## config.mk

```make
export PLATFORM = sky130hd
export DESIGN_NAME = mips_cpu_harvard
export DESIGN_NICKNAME = d
export VERILOG_FILES = /design/src/rtl/mips_pkg.sv /design/src/rtl/mips_decode.sv /design/src/rtl/mips_regfile.sv /design/src/rtl/mips_execute.sv /design/src/rtl/mips_result.sv /design/src/rtl/mips_cpu_harvard.sv
export SDC_FILE = /design/constraint.sdc
export NUM_CORES = 2
export LEC_CHECK = 0
export BUFFER_PORTS_ARGS = -buffer_cell sky130_fd_sc_hd__clkbuf_2
export CAP_MARGIN = 20
export CORE_MARGIN = 1
export CORE_UTILIZATION = 50
export CTS_CLUSTER_DIAMETER = 60
export DETAILED_ROUTE_END_ITERATION = 8
export PLACE_DENSITY = 0.74
export SLEW_MARGIN = 5
export SYNTH_ARGS = -nofsm -noshare
export SYNTH_HDL_FRONTEND = slang
export SYNTH_SLANG_ARGS = --single-unit
export TNS_END_PERCENT = 20
```

## constraint.sdc

```tcl
create_clock -name clk -period 9.5 [get_ports clk]
set_input_delay 1.9 -clock clk [delete_from_list [all_inputs] [get_ports clk]]
set_output_delay 1.9 -clock clk [all_outputs]
set_load 0.02 [all_outputs]
```

## src/rtl/mips_pkg.sv

```systemverilog
`default_nettype none

package mips_pkg;

    localparam logic [31:0] reset_vector = 32'hBFC00000;
    localparam logic [31:0] halt_address = 32'h00000000;

    // Primary opcodes, bits 31:26
    typedef enum logic [5:0] {
        OP_SPECIAL = 6'h00,
        OP_J       = 6'h02,
        OP_JAL     = 6'h03,
        OP_BEQ     = 6'h04,
        OP_BNE     = 6'h05,
        OP_ADDIU   = 6'h09,
        OP_SLTI    = 6'h0A,
        OP_SLTIU   = 6'h0B,
        OP_ANDI    = 6'h0C,
        OP_ORI     = 6'h0D,
        OP_XORI    = 6'h0E,
        OP_LUI     = 6'h0F,
        OP_LW      = 6'h23,
        OP_SW      = 6'h2B
    } opcode_e;

    // SPECIAL function field, bits 5:0
    typedef enum logic [5:0] {
        FN_SLL  = 6'h00,
        FN_SRL  = 6'h02,
        FN_JR   = 6'h08,
        FN_JALR = 6'h09,
        FN_ADDU = 6'h21,
        FN_SUBU = 6'h23,
        FN_AND  = 6'h24,
        FN_OR   = 6'h25,
        FN_XOR  = 6'h26,
        FN_SLT  = 6'h2A,
        FN_SLTU = 6'h2B
    } funct_e;

    typedef enum logic [3:0] {
        ALU_ADD,
        ALU_SUB,
        ALU_AND,
        ALU_OR,
        ALU_XOR,
        ALU_SLT,
        ALU_SLTU,
        ALU_SLL,
        ALU_SRL,
        ALU_LUI
    } alu_op_e;

    typedef enum logic {
        IMM_SIGN,
        IMM_ZERO
    } imm_ext_e;

    typedef enum logic [1:0] {
        WB_ALU,
        WB_MEM,
        WB_LINK
    } wb_src_e;

    typedef enum logic [1:0] {
        PC_SEQ,
        PC_BRANCH,
        PC_JUMP,
        PC_REG
    } pc_src_e;

    typedef struct packed {
        logic [4:0]  rs;
        logic [4:0]  rt;
        logic [4:0]  wr_idx;
        logic [4:0]  shamt;
        logic [31:0] imm_ext;
        logic [25:0] jump_index;
        alu_op_e     alu_op;
        logic        alu_src_imm;
        wb_src_e     wb_src;
        pc_src_e     pc_src;
        logic        reg_write;
        logic        mem_read;
        logic        mem_write;
        logic        branch_ne;
    } decoded_t;

    typedef struct packed {
        logic [31:0] alu_result;
        logic        branch_taken;
        logic [31:0] store_data;
    } exec_t;

endpackage

`default_nettype wire

```

## src/rtl/mips_decode.sv

```systemverilog
`timescale 1ns/10ps
`default_nettype none

module mips_decode (
    input  logic [31:0]        instr_readdata,
    input  logic               active,
    output mips_pkg::decoded_t dec
);
    import mips_pkg::*;

    opcode_e     opcode;
    funct_e      funct;
    imm_ext_e    ext_mode;
    logic [15:0] imm16;

    assign opcode = opcode_e'(instr_readdata[31:26]);
    assign funct  = funct_e'(instr_readdata[5:0]);
    assign imm16  = instr_readdata[15:0];

    always_comb begin
        ext_mode        = IMM_SIGN;
        dec             = '0;
        dec.rs          = instr_readdata[25:21];
        dec.rt          = instr_readdata[20:16];
        dec.wr_idx      = instr_readdata[20:16];
        dec.shamt       = instr_readdata[10:6];
        dec.jump_index  = instr_readdata[25:0];
        dec.alu_op      = ALU_ADD;
        dec.wb_src      = WB_ALU;
        dec.pc_src      = PC_SEQ;

        case (opcode)
            OP_SPECIAL: begin
                dec.wr_idx    = instr_readdata[15:11];
                dec.reg_write = 1'b1;
                case (funct)
                    FN_SLL:  dec.alu_op = ALU_SLL;
                    FN_SRL:  dec.alu_op = ALU_SRL;
                    FN_ADDU: dec.alu_op = ALU_ADD;
                    FN_SUBU: dec.alu_op = ALU_SUB;
                    FN_AND:  dec.alu_op = ALU_AND;
                    FN_OR:   dec.alu_op = ALU_OR;
                    FN_XOR:  dec.alu_op = ALU_XOR;
                    FN_SLT:  dec.alu_op = ALU_SLT;
                    FN_SLTU: dec.alu_op = ALU_SLTU;
                    FN_JR: begin
                        dec.pc_src    = PC_REG;
                        dec.reg_write = 1'b0;
                    end
                    FN_JALR: begin
                        dec.pc_src = PC_REG;
                        dec.wb_src = WB_LINK;
                    end
                    // Unknown function code, no-op
                    default: dec.reg_write = 1'b0;
                endcase
            end
            OP_J: dec.pc_src = PC_JUMP;
            OP_JAL: begin
                dec.pc_src    = PC_JUMP;
                dec.wb_src    = WB_LINK;
                dec.wr_idx    = 5'd31;
                dec.reg_write = 1'b1;
            end
            OP_BEQ: dec.pc_src = PC_BRANCH;
            OP_BNE: begin
                dec.pc_src    = PC_BRANCH;
                dec.branch_ne = 1'b1;
            end
            OP_ADDIU, OP_SLTI, OP_SLTIU, OP_ANDI, OP_ORI, OP_XORI, OP_LUI: begin
                dec.alu_src_imm = 1'b1;
                dec.reg_write   = 1'b1;
                case (opcode)
                    OP_SLTI:  dec.alu_op = ALU_SLT;
                    OP_SLTIU: dec.alu_op = ALU_SLTU;
                    OP_LUI:   dec.alu_op = ALU_LUI;
                    OP_ANDI: begin
                        dec.alu_op = ALU_AND;
                        ext_mode   = IMM_ZERO;
                    end
                    OP_ORI: begin
                        dec.alu_op = ALU_OR;
                        ext_mode   = IMM_ZERO;
                    end
                    OP_XORI: begin
                        dec.alu_op = ALU_XOR;
                        ext_mode   = IMM_ZERO;
                    end
                    default: dec.alu_op = ALU_ADD;
                endcase
            end
            OP_LW: begin
                dec.alu_src_imm = 1'b1;
                dec.mem_read    = 1'b1;
                dec.wb_src      = WB_MEM;
                dec.reg_write   = 1'b1;
            end
            OP_SW: begin
                dec.alu_src_imm = 1'b1;
                dec.mem_write   = 1'b1;
            end
            default: ;
        endcase

        dec.imm_ext = (ext_mode == IMM_ZERO) ? {16'h0000, imm16} : {{16{imm16[15]}}, imm16};

        // No side effects once halted
        if (!active) begin
            dec.reg_write = 1'b0;
            dec.mem_read  = 1'b0;
            dec.mem_write = 1'b0;
        end
    end

endmodule

`default_nettype wire

```

## src/rtl/mips_regfile.sv

```systemverilog
`timescale 1ns/10ps
`default_nettype none

module mips_regfile (
    input  logic        clk,
    input  logic        arst_n,
    input  logic        write_enable,
    input  logic [4:0]  write_idx,
    input  logic [31:0] write_data,
    input  logic [4:0]  read_idx_a,
    input  logic [4:0]  read_idx_b,
    output logic [31:0] read_data_a,
    output logic [31:0] read_data_b,
    output logic [31:0] register_v0
);

    // Register 0 has no storage
    logic [31:0] regs [1:31];

    always_ff @(posedge clk or negedge arst_n) begin
        if (!arst_n) begin
            for (int i = 1; i < 32; i++) begin
                regs[i] <= 32'h0;
            end
        end else if (write_enable && (write_idx != 5'd0)) begin
            regs[write_idx] <= write_data;
        end
    end

    assign read_data_a = (read_idx_a == 5'd0) ? 32'h0 : regs[read_idx_a];
    assign read_data_b = (read_idx_b == 5'd0) ? 32'h0 : regs[read_idx_b];

    assign register_v0 = regs[2];

endmodule

`default_nettype wire

```

## src/rtl/mips_execute.sv

```systemverilog
`timescale 1ns/10ps
`default_nettype none

module mips_execute (
    input  mips_pkg::decoded_t dec,
    input  logic [31:0]        rs_data,
    input  logic [31:0]        rt_data,
    output mips_pkg::exec_t    exec
);
    import mips_pkg::*;

    logic [31:0] op_b;
    logic [31:0] result;
    logic        regs_equal;

    assign op_b = dec.alu_src_imm ? dec.imm_ext : rt_data;

    always_comb begin
        case (dec.alu_op)
            ALU_ADD:  result = rs_data + op_b;
            ALU_SUB:  result = rs_data - op_b;
            ALU_AND:  result = rs_data & op_b;
            ALU_OR:   result = rs_data | op_b;
            ALU_XOR:  result = rs_data ^ op_b;
            ALU_SLT:  result = {31'h0, $signed(rs_data) < $signed(op_b)};
            ALU_SLTU: result = {31'h0, rs_data < op_b};
            // Shifts operate on rt by shamt
            ALU_SLL:  result = op_b << dec.shamt;
            ALU_SRL:  result = op_b >> dec.shamt;
            ALU_LUI:  result = {op_b[15:0], 16'h0000};
            default:  result = 32'h0;
        endcase
    end

    // BEQ/BNE compare the register operands directly
    assign regs_equal = (rs_data == rt_data);

    assign exec.alu_result   = result;
    assign exec.branch_taken = (dec.pc_src == PC_BRANCH) && (regs_equal ^ dec.branch_ne);
    assign exec.store_data   = rt_data;

endmodule

`default_nettype wire

```

## src/rtl/mips_result.sv

```systemverilog
`timescale 1ns/10ps
`default_nettype none

module mips_result (
    input  logic               clk,
    input  logic               arst_n,
    input  logic               clk_enable,
    input  mips_pkg::decoded_t dec,
    input  mips_pkg::exec_t    exec,
    input  logic [31:0]        mem_data,
    input  logic [31:0]        rs_data,
    output logic [31:0]        pc,
    output logic               active,
    output logic               reg_write_enable,
    output logic [4:0]         reg_write_idx,
    output logic [31:0]        reg_write_data
);
    import mips_pkg::*;

    logic [31:0] pc_plus4;
    logic [31:0] branch_target;
    logic [31:0] jump_target;
    logic [31:0] next_pc;
    logic        update;

    assign update = clk_enable && active;

    assign pc_plus4      = pc + 32'd4;
    assign branch_target = pc_plus4 + {dec.imm_ext[29:0], 2'b00};
    assign jump_target   = {pc_plus4[31:28], dec.jump_index, 2'b00};

    always_comb begin
        case (dec.pc_src)
            PC_BRANCH: next_pc = exec.branch_taken ? branch_target : pc_plus4;
            PC_JUMP:   next_pc = jump_target;
            PC_REG:    next_pc = rs_data;
            default:   next_pc = pc_plus4;
        endcase
    end

    // Write-back
    always_comb begin
        case (dec.wb_src)
            WB_MEM:  reg_write_data = mem_data;
            WB_LINK: reg_write_data = pc_plus4;
            default: reg_write_data = exec.alu_result;
        endcase
    end

    assign reg_write_idx    = dec.wr_idx;
    assign reg_write_enable = update && dec.reg_write;

    always_ff @(posedge clk or negedge arst_n) begin
        if (!arst_n) begin
            pc     <= reset_vector;
            active <= 1'b1;
        end else if (update) begin
            pc <= next_pc;
            // Jump to the halt address retires, then the core stops
            if (next_pc == halt_address) begin
                active <= 1'b0;
            end
        end
    end

endmodule

`default_nettype wire

```

## src/rtl/mips_cpu_harvard.sv

```systemverilog
`timescale 1ns/10ps
`default_nettype none

module mips_cpu_harvard (
    input  logic        clk,
    input  logic        arst_n,
    input  logic        clk_enable,
    output logic        active,
    output logic [31:0] register_v0,

    // Instruction port, combinational read
    output logic [31:0] instr_address,
    input  logic [31:0] instr_readdata,

    // Data port, combinational read and single-cycle write
    output logic [31:0] data_address,
    output logic        data_write,
    output logic        data_read,
    output logic [31:0] data_writedata,
    input  logic [31:0] data_readdata
);
    import mips_pkg::*;

    decoded_t    dec;
    exec_t       exec;
    logic [31:0] rs_data;
    logic [31:0] rt_data;
    logic        reg_write_enable;
    logic [4:0]  reg_write_idx;
    logic [31:0] reg_write_data;

    mips_decode decode_i (
        .instr_readdata (instr_readdata),
        .active         (active),
        .dec            (dec)
    );

    mips_regfile regfile_i (
        .clk          (clk),
        .arst_n       (arst_n),
        .write_enable (reg_write_enable),
        .write_idx    (reg_write_idx),
        .write_data   (reg_write_data),
        .read_idx_a   (dec.rs),
        .read_idx_b   (dec.rt),
        .read_data_a  (rs_data),
        .read_data_b  (rt_data),
        .register_v0  (register_v0)
    );

    mips_execute execute_i (
        .dec     (dec),
        .rs_data (rs_data),
        .rt_data (rt_data),
        .exec    (exec)
    );

    mips_result result_i (
        .clk              (clk),
        .arst_n           (arst_n),
        .clk_enable       (clk_enable),
        .dec              (dec),
        .exec             (exec),
        .mem_data         (data_readdata),
        .rs_data          (rs_data),
        .pc               (instr_address),
        .active           (active),
        .reg_write_enable (reg_write_enable),
        .reg_write_idx    (reg_write_idx),
        .reg_write_data   (reg_write_data)
    );

    assign data_address   = exec.alu_result;
    assign data_writedata = exec.store_data;
    assign data_read      = dec.mem_read;
    assign data_write     = dec.mem_write;

endmodule

`default_nettype wire

```

== Word level (Yosys, flattened, before mapping) ==
Index checks and enable logic that the tools add are counted.
W data, S select, Z words.

* Logic and storage cells: 145
* Input port bits: 67
* Register bits after elaboration: 1025
* Output and inout bits: 131

* Order comparisons: 6
* Bitwise logic cells: 7
* Reductions and logical operators: 21
* Muxes and demuxes: 34
* Shifts and indexed selects: 2
* Equality and inequality tests: 38
* Add/subtract/negate cells: 4

{| class="wikitable"
|+ Operators by type and width
! cell !! count
|-
| $bwmux W992 || 1
|-
| $bmux W32 S5 || 2
|-
| $mux W32 || 10
|-
| $pmux W32 S10 || 1
|-
| $demux W32 S5 || 1
|-
| $pmux W32 S3 || 1
|-
| $add A32 B32 Y32 || 2
|-
| $lt A32 B32 Y1 || 2
|-
| $pmux W32 S2 || 1
|-
| $eq A6 B4 Y1 const B || 9
|-
| $eq A6 B6 Y1 const B || 9
|-
| $add A32 B3 Y32 const B || 1
|-
| $and A32 B32 Y32 || 1
|-
| $eq A32 B32 Y1 || 1
|-
| $logic_not A32 Y1 || 1
|-
| $or A32 B32 Y32 || 1
|-
| $pmux W4 S8 || 1
|-
| $shl A32 B5 Y32 || 1
|-
| $shr A32 B5 Y32 || 1
|-
| $sub A32 B32 Y32 || 1
|-
| $xor A32 B32 Y32 || 1
|-
| $pmux W4 S6 || 1
|-
| $eq A6 B2 Y1 const B || 3
|-
| $ge A6 B6 Y1 const B || 3
|-
| other kinds (28) || 56
|}

== Depth between registers and ports, before layout ==
* Depth after elaboration: 12
* Gate-level depth with buffers: 29
* Depth with buffers taken out: 22

== Hierarchy ==
From an unflattened synthesis, not the netlist that was laid out.

* Cells, all modules: 5973
* Area total of the unflattened synthesis: 70177.3 µm²

{| class="wikitable"
|+ Modules (own cells, without submodules)
! module !! sequential area each (µm²) !! cells an instance !! times used !! area each (µm²)
|-
| mips_regfile || 24823.8 || 3644 || 1 || 53731.5
|-
| mips_execute || 0.0 || 1405 || 1 || 9932.0
|-
| mips_result || 838.3 || 759 || 1 || 5415.2
|-
| mips_decode || 0.0 || 165 || 1 || 1098.6
|}

== Worst setup path before layout ==
Ideal clock, no wire load.

* Kind: in2out
* Start: in instr_readdata[16]
* End: out data_address[31]
* Stages on the path: 23
* Data arrival time: 7.187 ns
* Slack: 0.413 ns
* Path buffers: 5
* Data required time: 7.600 ns
* Cells stage by stage: buf_6 buf_12 buf_4 buf_4 buf_2 mux4_2 a32oi_1 o21ai_0 o31ai_1 ha_1 and2_1 and3_1 nand3_1 nor2_1 a211o_1 a2111oi_0 a221oi_1 a41oi_1 o221ai_1 a21oi_1 xnor2_1 nor2_1 or3_1

* Longest elaborated chain between the ends: 8
* Elaborated cells on any way between the ends: 15
* Those cells by class: 2 x add/sub; 2 x shift; 6 x mux; 4 x bitwise; 1 x reduce/logical

{| class="wikitable"
|+ RTL lines
! what !! line !! RTL
|-
| start, declared || mips_cpu_harvard.sv:13 || <nowiki>input logic [31:0] instr_readdata,</nowiki>
|-
| $not A5 Y6 (not written as such) || mips_regfile.sv:31 || <nowiki>assign read_data_b = (read_idx_b == 5'd0) ? 32'h0 : regs[read_idx_b];</nowiki>
|-
| $bmux W32 S5 || mips_regfile.sv:31 ||
|-
| $mux W32 (not written as such) (2 in a row) || mips_regfile.sv:31 ||
|-
| $mux W32 * || mips_regfile.sv:31 ||
|-
| $mux W32 * || mips_execute.sv:16 || <nowiki>assign op_b = dec.alu_src_imm ? dec.imm_ext : rt_data;</nowiki>
|-
| $sub A32 B32 Y32 (tied with other cells) || mips_execute.sv:21 || <nowiki>ALU_SUB: result = rs_data - op_b;</nowiki>
|-
| $pmux W32 S10 * || mips_execute.sv:19 || <nowiki>case (dec.alu_op)</nowiki>
|-
| end, declared || mips_cpu_harvard.sv:16 || <nowiki>output logic [31:0] data_address,</nowiki>
|}

Every way passes the cells marked *; elsewhere a longest branch is shown, timed or not. The select of a mux whose other input is x is not followed.

== Final worst setup path ==
* Start: in instr_readdata[25]
* End: out data_address[29]

* Longest elaborated chain between the ends: 7
* Elaborated cells on any way between the ends: 12
* Those cells by class: 2 x add/sub; 5 x mux; 4 x bitwise; 1 x reduce/logical

{| class="wikitable"
|+ RTL lines
! what !! line !! RTL
|-
| $not A5 Y6 (not written as such) || mips_regfile.sv:30 || <nowiki>assign read_data_a = (read_idx_a == 5'd0) ? 32'h0 : regs[read_idx_a];</nowiki>
|-
| $bmux W32 S5 || mips_regfile.sv:30 ||
|-
| $mux W32 (not written as such) (2 in a row) || mips_regfile.sv:30 ||
|-
| $mux W32 * || mips_regfile.sv:30 ||
|-
| $sub A32 B32 Y32 (tied with other cells) || mips_execute.sv:21 ||
|-
| $pmux W32 S10 * || mips_execute.sv:19 ||
|}

Marks and branches as above.

==> metrics.txt <==
status finished clean; asr flop ratio synth 100%; FP Rows ~130; RSZ-0062 raised after global routing yes; max-slew violations 0; hold_ws 499 ps; Post-synth EDFFs 0; initial antenna violation count 21; CTS clk-pin slew, worst paths 50 ps; die area 0.134 sq mm; Post-DP Area about 0.072 sq mm; fin nets 6936; CP top delay family compound AO/OA/AOI/OAI gates; sink of the worst hold path regfile_i.regs[45]$_DFFE_PN0P_; final core utilization 57.7%; Via density between 7 and 8; critical path buffer and inverter count 5; CP cell instances clkbuf_2 > nor2b_2 > buf_4 > a22oi_1 > o21ai_1 > ha_1 > a21o_1 > a21o_1 > a2111oi_1 > buf_4 > nor3_1 > o2111a_1 > o21bai_1 > a221oi_2 > a41oi_2 > buf_4 > a21oi_1 > o311a_1 > or3_1 > nand2_1 > clkbuf_2; R2R Setup Slk 2980 ps; Clk Latency, worst-skew pair 780 ps; core outline area between 0.1 and 0.15 sq mm; final setup TNS 0 ps; Pre-antenna DRT Iters 6; I/O Pins roughly 200; Num CTS Buffers 111; Yosys cell types 95; Reg2Reg Depth 14; Synth Cell Area 0.0664 sq mm; clk root buf clkbuf_16; Crit Path Max Fanout 15; Startpoint Class input pin; fillers 10900; crit path time final 9500 ps; capturing point of the worst reg2reg path result_i.active$_DFFE_PN1P_; Layout area overhead 14.4%; Mapped Cells 6463; Hold Path Depth 2; final cell count without fillers 8587; fraction of layout cells with a size suffix above 1 29.0%; Post-Syn Nets 6663; sequential-to-total area share from yosys stat ~39%; GR Util All Layers 44.5%; Synth area leaders dfrtp_1 38%, mux4_2 13%, mux2_2 8.3%; final RePlAce weighted congestion 1.10; Synth Warn # 0; static leakage 34.4 nW; Avg Inst Size Synth between 10 and 15 sq um; largest area contributor in the netlist dfrtp_1; share of the synthesized area in the top cell type 38.2%; worst r2r src regfile_i.regs[24]$_DFFE_PN0P_; Achievable Freq 105 MHz; Setup Viol. Count Final 0; Sink Count just over 1000; slew margin rel. about a quarter; CP Class input pin to output port; CP required approximately 7600 ps; Pwr Total 14.8 mW; critical path's slowest cell nor2b_2; Max Cap Viol 0; fin crit share 99.9%; via count 61100; post-DR wirelength/cell 35.4 um; first-pass GRT wire length ~430 mm; maximum vdd drop approximately 150 uV; Post-DP HPWL between 200 and 250 mm; DRT iter0 DRCs 9452; H-tree depth 3; Crit. Startpoint instr_readdata[25]; largest net degree at the start of global routing 183; drc violations 0; final hold violations 0; CTS tree built; clk_skew 58.0 ps; maximum buffer depth of the clock tree 3; crit-path most repeated cell buf_4; vias in the first global route 58900; cts hold-fix bufs 0; Critical Path Max Stage Delay about 600 ps; crit path DAT 7600 ps; slack of the critical path 4.88 ps; Power Dens Cells just under 200 mW/mm^2; final wirelength 304 mm; HP Class flip-flop to flip-flop; Die Width between 300 and 400 um; Final ANT Viol Nets 0; total congestion overflow 0; post-route design area 0.0760 sq mm; DP Cell Count between 8000 and 9000; PortBufs slightly below 200; Worst Min Path Start regfile_i.regs[45]$_DFFE_PN0P_; Worst Setup End Kind output port; dpl ws -173 ps; #FFs+latches synth approximately 1000; Post-synth top flop dfrtp_1; worst slew pin tran 1130 ps; Die Ht 367 um; starting density of the core 50.5%
-- Yosys cell counts, drive strengths merged, types with 68 or more instances --
| master | count |
|---|---|
| mux4 | 393 |
| nand3 | 84 |
| buf | 200 |
| a21oi | 176 |
| mux2 | 492 |
| nor2 | 221 |
| mux2i | 263 |
| inv | 152 |
| dfrtp | 1015 |
| a22oi | 82 |
| a221oi | 75 |
| o22ai | 81 |
| nor3 | 68 |
| nand2 | 927 |
| o21ai | 809 |
| clkbuf | 422 |
| ha | 130 |
-- flip-flops by register name (all words and copies together) (netlist names) --
name / cells
regfile_i.register_v0: 32
regfile_i.regs: 960
result_i.active: 1
result_i.pc: 32
-- logic make-up after synthesis --
family	share of synthesized area [%]
xor gates and xnor gates	1.48
and+or+nand+nor	10.2
buffers and inverters	5.18
DFF	38.6
adders and majority gates	2.54
muxes	25.6
AOI/OAI and AO/OA	16.3
-- per-layer routing --
| metal | part of all wire (%) | up-vias | wire (um) | GRT usage [%] |
|---|---|---|---|---|
| li1 | - | 24500 | - | - |
| met1 | 35 | 30200 | 106000 | 54.9 |
| met2 | 42 | 4976 | 127000 | 63.6 |
| met3 | 14 | 1352 | 42300 | 15.7 |
| met4 | 9.6 | 16 | 29100 | 34.7 |
| met5 | 0.041 | - | 124 | 0.0356 |
-- worst min-delay path: stages (launching register included) --
cell	delay, ps
dfrtp_1	350
nand2_1	50
o21ai_0	60
-- report_power, final --
part	total (mW)	leakage (nW)	switching (mW)	internal (mW)
combinational	4.82	18.5	3.03	1.78
clock	4.66	1.90	1.94	2.72
sequential	5.30	14.1	0.467	4.83
-- worst max-delay path by stage --
stage                  endpoint  slack, ps  cells after the start
2_1_floorplan  data_address[31]        410                     23
3_3_place_gp   data_address[29]       -120                     24
3_5_place_dp   data_address[29]       -170                     24
4_1_cts        data_address[29]         20                     24
5_1_grt        data_address[29]        -70                     24
6_report       data_address[29]          5                     21
-- cell usage in the layout (no fill, tap or decap), types with 36 or more instances in the layout --
master / synthesis / routed
mux2i_1: 263 / 262
o211ai_1: 48 / 48
o22ai_1: 81 / 81
xnor2_1: 64 / 64
a22oi_1: 82 / 81
a221o_1: 47 / 47
xor2_1: 46 / 46
o21ai_0: 792 / 771
clkbuf_16: 0 / 113
nor2_1: 219 / 217
mux4_2: 391 / 391
a211oi_1: 48 / 47
a21oi_1: 176 / 175
mux2_2: 492 / 492
nand2_1: 926 / 895
dfrtp_1: 1015 / 1015
nand3_1: 84 / 84
a31oi_1: 46 / 43
ha_1: 130 / 130
inv_1: 152 / 148
clkbuf_2: 0 / 189
nor3_1: 68 / 67
buf_4: 71 / 546
a221oi_1: 75 / 74
a21o_1: 36 / 36
-- final cells by class --
cell class	count	area (sq um)	share of cell area, %
repair buffers	782	5950	7.83
inverters	153	574	0.756
diodes	6	15.0	0.0198
well taps	1755	2200	2.89
multi-input cells	4663	37700	49.6
flip-flops and latches	1025	25700	33.8
clock buffers	156	3180	4.18
clock inverters	47	721	0.948
-- repair_timing --
item	CTS	global route
pin swaps	0	3
endpoints found under the setup margin	3	14
buffers inserted	0	2
gates resized for setup	2	22
No activity file was read; power rests on OpenSTA's default activity.
